===== config.mk =====
export PLATFORM = sky130hd
export DESIGN_NAME = execCore
export DESIGN_NICKNAME = d
export VERILOG_FILES = /design/src/design/aluPkg.sv /design/src/design/isaPkg.sv /design/src/design/alu.sv /design/src/design/regFile.sv /design/src/design/settleTimer.sv /design/src/design/execController.sv /design/src/design/execCore.sv
export VERILOG_INCLUDE_DIRS = /design/src /design/src/design
export SDC_FILE = /design/constraint.sdc
export NUM_CORES = 2
export LEC_CHECK = 0
export BUFFER_PORTS_ARGS = -buffer_cell sky130_fd_sc_hd__buf_2
export CORE_ASPECT_RATIO = 0.8
export CORE_UTILIZATION = 31
export DETAILED_ROUTE_END_ITERATION = 10
export GPL_TIMING_DRIVEN = 0
export PLACE_DENSITY = 0.47
export SYNTH_ARGS = -nofsm -noshare
export SYNTH_HDL_FRONTEND = slang
export SYNTH_HIERARCHICAL = 1
export SYNTH_SLANG_ARGS = --single-unit

===== constraint.sdc =====
create_clock -name clk -period 30.7 [get_ports clk]
set_input_delay 1.535 -clock clk [delete_from_list [all_inputs] [get_ports clk]]
set_output_delay 1.535 -clock clk [all_outputs]
set_load 0.1 [all_outputs]

===== src/design/cpu_params.svh =====
`ifndef CPU_PARAMS_SVH
`define CPU_PARAMS_SVH

// operand and result width, one machine word
`define DATA_WIDTH 32

// architectural registers, register 0 reads as zero
`define REG_COUNT 32

// cycles the result needs after the operands reach the ALU
// stands in for the ripple-carry settling time
`define ALU_SETTLE_CYCLES 4

`endif


===== src/design/aluPkg.sv =====
package aluPkg;

	// ALU command, values follow the ALU control table
	typedef enum logic [2:0] {
		CMD_ADD  = 3'd0,
		CMD_SUB  = 3'd1,
		CMD_XOR  = 3'd2,
		CMD_SLT  = 3'd3,
		CMD_AND  = 3'd4,
		CMD_NAND = 3'd5,
		CMD_NOR  = 3'd6,
		CMD_OR   = 3'd7
	} aluCmd_t;

	// result source picked inside every slice
	typedef enum logic [2:0] {
		SEL_SUM  = 3'd0, // adder output, also used by SUB
		SEL_XOR  = 3'd2,
		SEL_LESS = 3'd3, // slice less input
		SEL_AND  = 3'd4,
		SEL_NAND = 3'd5,
		SEL_NOR  = 3'd6,
		SEL_OR   = 3'd7
	} muxSel_t;

endpackage


===== src/design/isaPkg.sv =====
package isaPkg;

	// major opcodes
	localparam logic [5:0] OP_RTYPE = 6'h00;
	localparam logic [5:0] OP_ADDI  = 6'h08; // sign-extended
	localparam logic [5:0] OP_SLTI  = 6'h0a; // sign-extended
	localparam logic [5:0] OP_ANDI  = 6'h0c; // zero-extended
	localparam logic [5:0] OP_ORI   = 6'h0d; // zero-extended
	localparam logic [5:0] OP_XORI  = 6'h0e; // zero-extended

	// funct codes of the R-type word
	localparam logic [5:0] FN_ADD  = 6'h20;
	localparam logic [5:0] FN_SUB  = 6'h22;
	localparam logic [5:0] FN_XOR  = 6'h26;
	localparam logic [5:0] FN_SLT  = 6'h2a;
	localparam logic [5:0] FN_AND  = 6'h24;
	localparam logic [5:0] FN_NAND = 6'h2c; // no MIPS equivalent
	localparam logic [5:0] FN_NOR  = 6'h27;
	localparam logic [5:0] FN_OR   = 6'h25;

	typedef struct packed {
		logic [5:0] opcode;
		logic [4:0] rs;
		logic [4:0] rt;
		logic [4:0] rd;
		logic [4:0] shamt;
		logic [5:0] funct;
	} rType_t;

	typedef struct packed {
		logic [5:0]  opcode;
		logic [4:0]  rs;
		logic [4:0]  rt;
		logic [15:0] imm16;
	} iType_t;

	// one instruction word, two field layouts
	typedef union packed {
		rType_t rFields;
		iType_t iFields;
	} instr_t;

endpackage


===== src/design/alu.sv =====
`timescale 1ns/1ns
`include "cpu_params.svh"

module alu (
	input  logic [`DATA_WIDTH-1:0] operandA,
	input  logic [`DATA_WIDTH-1:0] operandB,
	input  aluPkg::aluCmd_t        command,
	output logic [`DATA_WIDTH-1:0] result,
	output logic                   carryout,
	output logic                   overflow,
	output logic                   zero
);

	import aluPkg::*;

	localparam int width = `DATA_WIDTH;

	muxSel_t           muxSel;  // shared by all slices
	logic              invertB; // also the carry into bit 0
	logic [width-1:0]  bMod;    // B after optional inversion
	logic [width-1:0]  sum;
	logic [width:0]    carry;
	logic [width-1:0]  lessIn;
	logic              sltBit;

	// command lookup table
	always_comb begin
		case (command)
			CMD_ADD: begin
				muxSel  = SEL_SUM;
				invertB = 1'b0;
			end
			CMD_SUB: begin
				muxSel  = SEL_SUM;
				invertB = 1'b1;
			end
			CMD_XOR: begin
				muxSel  = SEL_XOR;
				invertB = 1'b0;
			end
			CMD_SLT: begin
				muxSel  = SEL_LESS;
				invertB = 1'b1; // A minus B decides the sign
			end
			CMD_AND: begin
				muxSel  = SEL_AND;
				invertB = 1'b0;
			end
			CMD_NAND: begin
				muxSel  = SEL_NAND;
				invertB = 1'b0;
			end
			CMD_NOR: begin
				muxSel  = SEL_NOR;
				invertB = 1'b0;
			end
			default: begin
				muxSel  = SEL_OR;
				invertB = 1'b0;
			end
		endcase
	end

	// one slice output stage
	function automatic logic sliceOut(input muxSel_t sel, input logic s, input logic a,
			input logic b, input logic less);
		case (sel)
			SEL_SUM:  return s;
			SEL_XOR:  return a ^ b;
			SEL_LESS: return less;
			SEL_AND:  return a & b;
			SEL_NAND: return ~(a & b);
			SEL_NOR:  return ~(a | b);
			SEL_OR:   return a | b;
			default:  return s;
		endcase
	endfunction

	assign carry[0] = invertB; // +1 completes the two's complement
	assign lessIn   = {{(width-1){1'b0}}, sltBit}; // only slice 0 gets the set bit

	genvar i;
	for (i = 0; i < width; i++) begin : gSlice
		assign bMod[i]    = operandB[i] ^ invertB;
		assign sum[i]     = operandA[i] ^ bMod[i] ^ carry[i];
		assign carry[i+1] = (operandA[i] & bMod[i]) | (carry[i] & (operandA[i] ^ bMod[i]));
		assign result[i]  = sliceOut(muxSel, sum[i], operandA[i], operandB[i], lessIn[i]);
	end

	// top slice extras
	assign carryout = carry[width];
	assign overflow = carry[width] ^ carry[width-1];
	assign sltBit   = sum[width-1] ^ overflow; // true sign of A minus B

	assign zero = ~|result;

endmodule


===== src/design/regFile.sv =====
`timescale 1ns/1ns
`include "cpu_params.svh"

module regFile (
	input  logic                           clk,
	input  logic                           rst,
	input  logic [$clog2(`REG_COUNT)-1:0]  readAddrA,
	input  logic [$clog2(`REG_COUNT)-1:0]  readAddrB,
	output logic [`DATA_WIDTH-1:0]         readDataA,
	output logic [`DATA_WIDTH-1:0]         readDataB,
	input  logic                           writeEn,
	input  logic [$clog2(`REG_COUNT)-1:0]  writeAddr,
	input  logic [`DATA_WIDTH-1:0]         writeData
);

	logic [`DATA_WIDTH-1:0] regs [`REG_COUNT];

	// register 0 is cleared by reset and never written
	always_ff @(posedge clk) begin
		if (rst) begin
			for (int r = 0; r < `REG_COUNT; r++) begin
				regs[r] <= '0;
			end
		end else if (writeEn && writeAddr != '0) begin
			regs[writeAddr] <= writeData;
		end
	end

	// asynchronous reads
	assign readDataA = regs[readAddrA];
	assign readDataB = regs[readAddrB];

endmodule


===== src/design/settleTimer.sv =====
`timescale 1ns/1ns
`include "cpu_params.svh"

module settleTimer (
	input  logic clk,
	input  logic rst,
	input  logic load,
	output logic done
);

	localparam int countWidth = $clog2(`ALU_SETTLE_CYCLES + 2);

	logic [countWidth-1:0] count;
	logic                  busy; // keeps done low while idle

	always_ff @(posedge clk) begin
		if (rst) begin
			count <= '0;
			busy  <= 1'b0;
		end else if (load) begin
			count <= countWidth'(`ALU_SETTLE_CYCLES);
			busy  <= 1'b1;
		end else if (busy) begin
			if (count == '0) begin
				busy <= 1'b0; // done lasts one cycle
			end else begin
				count <= count - 1'b1;
			end
		end
	end

	assign done = busy && (count == '0);

endmodule


===== src/design/execController.sv =====
`timescale 1ns/1ns
`include "cpu_params.svh"

module execController (
	input  logic                           clk,
	input  logic                           rst,
	input  logic                           instrValid,
	input  isaPkg::instr_t                 instrWord,
	output logic                           ready,
	output logic [$clog2(`REG_COUNT)-1:0]  readAddrA,
	output logic [$clog2(`REG_COUNT)-1:0]  readAddrB,
	output aluPkg::aluCmd_t                aluCommand,
	output logic                           useImm,
	output logic [`DATA_WIDTH-1:0]         immValue,
	output logic                           timerLoad,
	input  logic                           timerDone,
	output logic                           writeEn,
	output logic [$clog2(`REG_COUNT)-1:0]  writeAddr,
	output logic                           flagCapture,
	output logic                           wbValid
);

	import aluPkg::*;
	import isaPkg::*;

	localparam logic [1:0] stIdle   = 2'd0;
	localparam logic [1:0] stDecode = 2'd1;
	localparam logic [1:0] stSettle = 2'd2;
	localparam logic [1:0] stRetire = 2'd3;

	logic [1:0]                     state;
	instr_t                         instrReg; // word held from accept to decode
	aluCmd_t                        decCmd;
	logic                           decUseImm;
	logic                           decSignExt;
	logic [$clog2(`REG_COUNT)-1:0]  decDest;

	always_ff @(posedge clk) begin
		if (rst) begin
			state <= stIdle;
		end else begin
			case (state)
				stIdle:   if (instrValid) state <= stDecode;
				stDecode: state <= stSettle;
				stSettle: if (timerDone) state <= stRetire;
				default:  state <= stIdle;
			endcase
		end
	end

	always_ff @(posedge clk) begin
		if (state == stIdle && instrValid) begin
			instrReg <= instrWord;
		end
	end

	// opcode and funct to command
	always_comb begin
		decCmd     = CMD_ADD;
		decUseImm  = 1'b1;
		decSignExt = 1'b0;
		decDest    = instrReg.iFields.rt; // I-type writes rt
		case (instrReg.iFields.opcode)
			OP_RTYPE: begin
				decUseImm = 1'b0;
				decDest   = instrReg.rFields.rd;
				case (instrReg.rFields.funct)
					FN_SUB:  decCmd = CMD_SUB;
					FN_XOR:  decCmd = CMD_XOR;
					FN_SLT:  decCmd = CMD_SLT;
					FN_AND:  decCmd = CMD_AND;
					FN_NAND: decCmd = CMD_NAND;
					FN_NOR:  decCmd = CMD_NOR;
					FN_OR:   decCmd = CMD_OR;
					default: decCmd = CMD_ADD; // FN_ADD and unknown codes
				endcase
			end
			OP_ADDI: decSignExt = 1'b1;
			OP_SLTI: begin
				decCmd     = CMD_SLT;
				decSignExt = 1'b1;
			end
			OP_ANDI: decCmd = CMD_AND;
			OP_ORI:  decCmd = CMD_OR;
			OP_XORI: decCmd = CMD_XOR;
			default: decUseImm = 1'b0; // unknown opcode runs as R-type add
		endcase
	end

	// decoded operands registered as the timer loads
	always_ff @(posedge clk) begin
		if (rst) begin
			readAddrA  <= '0;
			readAddrB  <= '0;
			writeAddr  <= '0;
			aluCommand <= CMD_ADD;
			useImm     <= 1'b0;
		end else if (state == stDecode) begin
			readAddrA  <= instrReg.rFields.rs;
			readAddrB  <= instrReg.rFields.rt;
			writeAddr  <= decDest;
			aluCommand <= decCmd;
			useImm     <= decUseImm;
		end
	end

	always_ff @(posedge clk) begin
		if (state == stDecode) begin
			immValue <= decSignExt
				? {{(`DATA_WIDTH-16){instrReg.iFields.imm16[15]}}, instrReg.iFields.imm16}
				: {{(`DATA_WIDTH-16){1'b0}}, instrReg.iFields.imm16};
		end
	end

	assign ready       = (state == stIdle);
	assign timerLoad   = (state == stDecode);
	assign writeEn     = (state == stRetire);
	assign flagCapture = (state == stRetire);
	assign wbValid     = (state == stRetire);

endmodule


===== src/design/execCore.sv =====
`timescale 1ns/1ns
`include "cpu_params.svh"

module execCore (
	input  logic                           clk,
	input  logic                           rst,
	input  logic                           instrValid,
	input  logic [`DATA_WIDTH-1:0]         instrWord,
	output logic                           ready,
	output logic                           wbValid,
	output logic [$clog2(`REG_COUNT)-1:0]  wbAddr,
	output logic [`DATA_WIDTH-1:0]         wbData,
	output logic                           carryFlag,
	output logic                           overflowFlag,
	output logic                           zeroFlag
);

	import aluPkg::*;

	localparam int addrWidth = $clog2(`REG_COUNT);

	logic [addrWidth-1:0]     readAddrA;
	logic [addrWidth-1:0]     readAddrB;
	logic [`DATA_WIDTH-1:0]   readDataA;
	logic [`DATA_WIDTH-1:0]   readDataB;
	aluCmd_t                  aluCommand;
	logic                     useImm;
	logic [`DATA_WIDTH-1:0]   immValue;
	logic [`DATA_WIDTH-1:0]   operandB;
	logic                     timerLoad;
	logic                     timerDone;
	logic                     writeEn;
	logic                     flagCapture;
	logic [`DATA_WIDTH-1:0]   aluResult;
	logic                     aluCarry;
	logic                     aluOverflow;
	logic                     aluZero;

	execController ctrl0 (
		.clk         (clk),
		.rst         (rst),
		.instrValid  (instrValid),
		.instrWord   (instrWord),
		.ready       (ready),
		.readAddrA   (readAddrA),
		.readAddrB   (readAddrB),
		.aluCommand  (aluCommand),
		.useImm      (useImm),
		.immValue    (immValue),
		.timerLoad   (timerLoad),
		.timerDone   (timerDone),
		.writeEn     (writeEn),
		.writeAddr   (wbAddr),
		.flagCapture (flagCapture),
		.wbValid     (wbValid)
	);

	settleTimer timer0 (
		.clk  (clk),
		.rst  (rst),
		.load (timerLoad),
		.done (timerDone)
	);

	regFile regs0 (
		.clk       (clk),
		.rst       (rst),
		.readAddrA (readAddrA),
		.readAddrB (readAddrB),
		.readDataA (readDataA),
		.readDataB (readDataB),
		.writeEn   (writeEn),
		.writeAddr (wbAddr),
		.writeData (aluResult)
	);

	assign operandB = useImm ? immValue : readDataB; // I-type takes the extended immediate

	alu alu0 (
		.operandA (readDataA),
		.operandB (operandB),
		.command  (aluCommand),
		.result   (aluResult),
		.carryout (aluCarry),
		.overflow (aluOverflow),
		.zero     (aluZero)
	);

	assign wbData = aluResult;

	// flags follow the retiring instruction
	always_ff @(posedge clk) begin
		if (rst) begin
			carryFlag    <= 1'b0;
			overflowFlag <= 1'b0;
			zeroFlag     <= 1'b0;
		end else if (flagCapture) begin
			carryFlag    <= aluCarry;
			overflowFlag <= aluOverflow;
			zeroFlag     <= aluZero;
		end
	end

endmodule


==> results.sh <==
export IMPL_antenna_found_initial=24
export IMPL_rows=148
export IMPL_syn_instance_count=5359
export IMPL_dominantRegCellSynth="edfxtp_1"
export IMPL_fill_cells=20310
export IMPL_r2r_end="regs0/regs[26][31]"
export IMPL_end_kind="output pin"
export IMPL_max_stage_delay_ns=0.96
export IMPL_period_needed_ns=20.28
export IMPL_cts_root_buffer="clkbuf_16"
export IMPL_syn2layout_area_growth_pct=12.38
export IMPL_drt_iter0_drc=5895
export IMPL_post_cts_resized=0
export IMPL_post_cts_buffers=0
export IMPL_hold_violations=0
export IMPL_reg2reg_from="ctrl0/readAddrB[0]"
export IMPL_grt_pass1_vias=45090
export IMPL_stdcell_count=8403
export IMPL_hold_end="ctrl0/immValue[6]"
export IMPL_setup_viol=0
export IMPL_slew_limit_headroom_pct=-1.994
export IMPL_cts_tree="yes"
export IMPL_die_h_um=407.1
export IMPL_clk_pin_slew_worst_paths_ns=0.06
export IMPL_cts_htree_levels=3
export IMPL_routed_via_density=5.587
export IMPL_violations="capacitance limit, slew limit"
export IMPL_place_congestion=0.9966
export IMPL_tightest_slew_ns=1.530
export IMPL_grtUsageTotal_pct=27.36
export IMPL_insertion_delay_ns=0.82
export IMPL_fin_tns_setup_ns=0
export IMPL_yosys_cell_types_count=70
export IMPL_grt_pass1_wl_um=385500
export IMPL_cpMaxStageDelayCell="buf_1"
export IMPL_maxSlewViolCount=98
export IMPL_syn_cell_area_um2=63600
export IMPL_io_buffers=76
export IMPL_numCtsBuffers=121
export IMPL_ys_seq_area_share_pct=51.54
export IMPL_ys_async_sr_fraction_pct=0
export IMPL_cpMostUsedCell="fa_1"
export IMPL_design_portCount=77
export IMPL_reg2reg_depth=48
export IMPL_reg2reg_slack_ns=12.25
export IMPL_clk_path_buf_depth=3
export IMPL_ant_nets=0
export IMPL_start_kind="flip-flop"
export IMPL_via_count=46940
export IMPL_yosysWarnings=6
export IMPL_dp_cells=8168
export IMPL_min_path_type="reg -> reg"
export IMPL_worstPathArrival_ns=18.75
export IMPL_dpl_hpwl_um=211400
export IMPL_rsz0062_at_grt="no"
export IMPL_fin_crit_sh_pct=66.06
export IMPL_synth_edf_count=1073
export IMPL_drv_cap=3
export IMPL_synth_area_per_cell_um2=11.87
export IMPL_fin_nets=5730
export IMPL_synth_seq_cells=1101
export IMPL_drt_wirelength_per_cell_um=34.51
export IMPL_hp_start="ctrl0/instrReg[6]"
export IMPL_path_delay_family="adder cells"
export IMPL_postCtsHoldBufs=0
export IMPL_crit_type="reg -> out"
export IMPL_critPathRequiredTime_ns=29.17
export IMPL_path_depth=47
export IMPL_coreArea_um2=203700
export IMPL_grt_max_degree=33
export IMPL_dieArea_um2=207000
export IMPL_start_util_pct=31.22
export IMPL_globalRouteOverflowTotal=0
export IMPL_cts_sinks=1101
export IMPL_drc=0
export IMPL_die_x_um=508.4
export IMPL_holdPathStages=0
export IMPL_dr_pass1_iters=6
export IMPL_fin_worst_skew_ns=0.04711
export IMPL_max_freq_mhz=49.31
export IMPL_crit_buf_inv=7
export IMPL_critPathMaxFanout=10
export IMPL_drt_wl_total_um=290000
export IMPL_status="finished, violations left"
export IMPL_drive_gt1_share_pct=10.63
==> state kept, by name, summed over array words and instances (netlist names), 2 cells and up <==
| signal | flops |
|---|---|
| ctrl0/writeAddr | 5 |
| regs0/regs | 1024 |
| ctrl0/instrReg | 32 |
| ctrl0/readAddrB | 5 |
| ctrl0/immValue | 17 |
| ctrl0/aluCommand | 3 |
| ctrl0/readAddrA | 5 |
| timer0/count | 3 |
| ctrl0/state | 2 |
==> synthesized netlist by cell type (3+ instances only) <==
cell type | instances | share of area [%]
nor3b_1 | 3 | 0.035
a31oi_1 | 70 | 0.69
mux2_4 | 30 | 0.71
buf_1 | 25 | 0.15
o22a_1 | 3 | 0.041
mux2_2 | 3 | 0.053
clkbuf_1 | 215 | 1.3
nand2b_1 | 35 | 0.34
nor2_2 | 9 | 0.089
a21oi_1 | 239 | 1.9
fa_1 | 32 | 1.0
clkbuf_2 | 57 | 0.45
nand3b_1 | 5 | 0.059
and2_1 | 997 | 9.8
xnor2_1 | 55 | 0.76
inv_1 | 86 | 0.51
o21ai_0 | 16 | 0.13
nor2b_1 | 10 | 0.098
dfxtp_1 | 28 | 0.88
nor2_1 | 70 | 0.41
mux2i_1 | 1064 | 17
a22o_1 | 134 | 1.8
buf_6 | 51 | 0.90
a22oi_1 | 192 | 2.3
o2111ai_1 | 4 | 0.055
o31ai_1 | 8 | 0.094
a222oi_1 | 6 | 0.094
o22ai_1 | 26 | 0.26
edfxtp_1 | 1073 | 51
or2_2 | 34 | 0.33
a21o_1 | 12 | 0.14
nor4_1 | 3 | 0.030
nand4_1 | 4 | 0.039
nor2_4 | 7 | 0.12
a211oi_1 | 9 | 0.11
nand2_1 | 204 | 1.2
buf_4 | 86 | 1.0
nand3_1 | 195 | 1.5
buf_2 | 61 | 0.48
clkbuf_4 | 4 | 0.047
ha_1 | 71 | 1.4
nor3_1 | 79 | 0.62
xor2_1 | 8 | 0.11
buf_12 | 3 | 0.094
==> through the flow <==
| stage | utilization (%) | setup slack [ns] | instance area [µm²] | hold WS (ns) |
|---|---|---|---|---|
| after floorplan | - | 14.74 | 63720 | 0.4003 |
| after global placement | 33.13 | 11.14 | 67480 | 0.4081 |
| after detailed placement | 33.16 | 11.64 | 67550 | 0.4250 |
| after CTS | 35.06 | 10.71 | 71420 | 0.4405 |
| after global routing | 35.08 | 10.29 | 71460 | 0.4379 |
| final | 35.09 | 10.42 | 71480 | 0.4367 |
==> layout make-up <==
cell class	instances	area (µm²)	area share, %
Antenna cell	9	22.52	0.03151
Tap cell	2700	3378	4.726
Sequential cell	1101	32780	45.86
Inverter	88	335.3	0.4691
Clock buffer	151	3202	4.480
Multi-Input combinational cell	3699	27830	38.94
Clock inverter	74	659.4	0.9225
Buffer	502	2809	3.930
Timing Repair Buffer	79	455.4	0.6372
==> cell usage in the layout, fill, tap and decap left out, types with 34 or more instances in the layout <==
cell type,Yosys,layout
clkinv_1,0,34
nand2b_1,35,35
nand2_1,204,204
buf_6,51,51
edfxtp_1,1073,1073
and2_1,997,996
nand3_1,195,195
a22oi_1,192,192
mux2i_1,1064,1064
a21oi_1,239,239
nor3_1,79,79
a22o_1,134,134
inv_1,86,86
buf_4,86,86
nor2_1,70,70
clkbuf_1,215,237
clkbuf_16,0,122
a31oi_1,70,70
ha_1,71,71
buf_2,61,137
xnor2_1,55,55
clkbuf_2,57,60
==> kinds of logic (layout without fill, tap and decap cells) <==
| kind of cell | count (synthesis) | after routing | share of synthesized area (%) |
|---|---|---|---|
| xor+xnor | 63 | 63 | 0.8675 |
| mux | 1097 | 1097 | 17.51 |
| other cells | 1 | 41 | 0.005896 |
| fa+ha+maj | 103 | 103 | 2.404 |
| flops | 1101 | 1101 | 51.54 |
| buf+inv | 590 | 894 | 4.932 |
| compound gates | 735 | 735 | 7.816 |
| simple gates | 1669 | 1669 | 14.93 |
==> metal layers <==
layer | vias up | track usage [%] | routed length, µm
li1 | 19950 | - | -
met1 | 24140 | 38.96 | 129300
met2 | 2432 | 38.26 | 116800
met3 | 423 | 8.545 | 31120
met4 | 4 | 10.44 | 12580
met5 | - | 0 | 137
==> worst max path at each step <==
stage               slack, ns         end                from
floorplan               14.74  wbData[30]  ctrl0/readAddrB[1]
global placement        11.14  wbData[31]  ctrl0/readAddrB[0]
detailed placement      11.64  wbData[31]  ctrl0/readAddrB[0]
CTS                     10.71  wbData[31]  ctrl0/readAddrB[0]
global route            10.29  wbData[31]  ctrl0/readAddrB[0]
finish                  10.42  wbData[31]  ctrl0/readAddrB[0]
==> worst reg2reg max path: cells and delay by family, from the launching register on <==
kind	cells	cell delay (ns)
buf+inv	7	2.83
fa+ha+maj	31	12.86
flops	1	0.52
compound gates	3	0.65
simple gates	5	0.94
mux	2	0.42
Power is left out: the tool's default activity adds up to more than one toggle a clock period on the data nets, which glitch-free logic cannot reach.
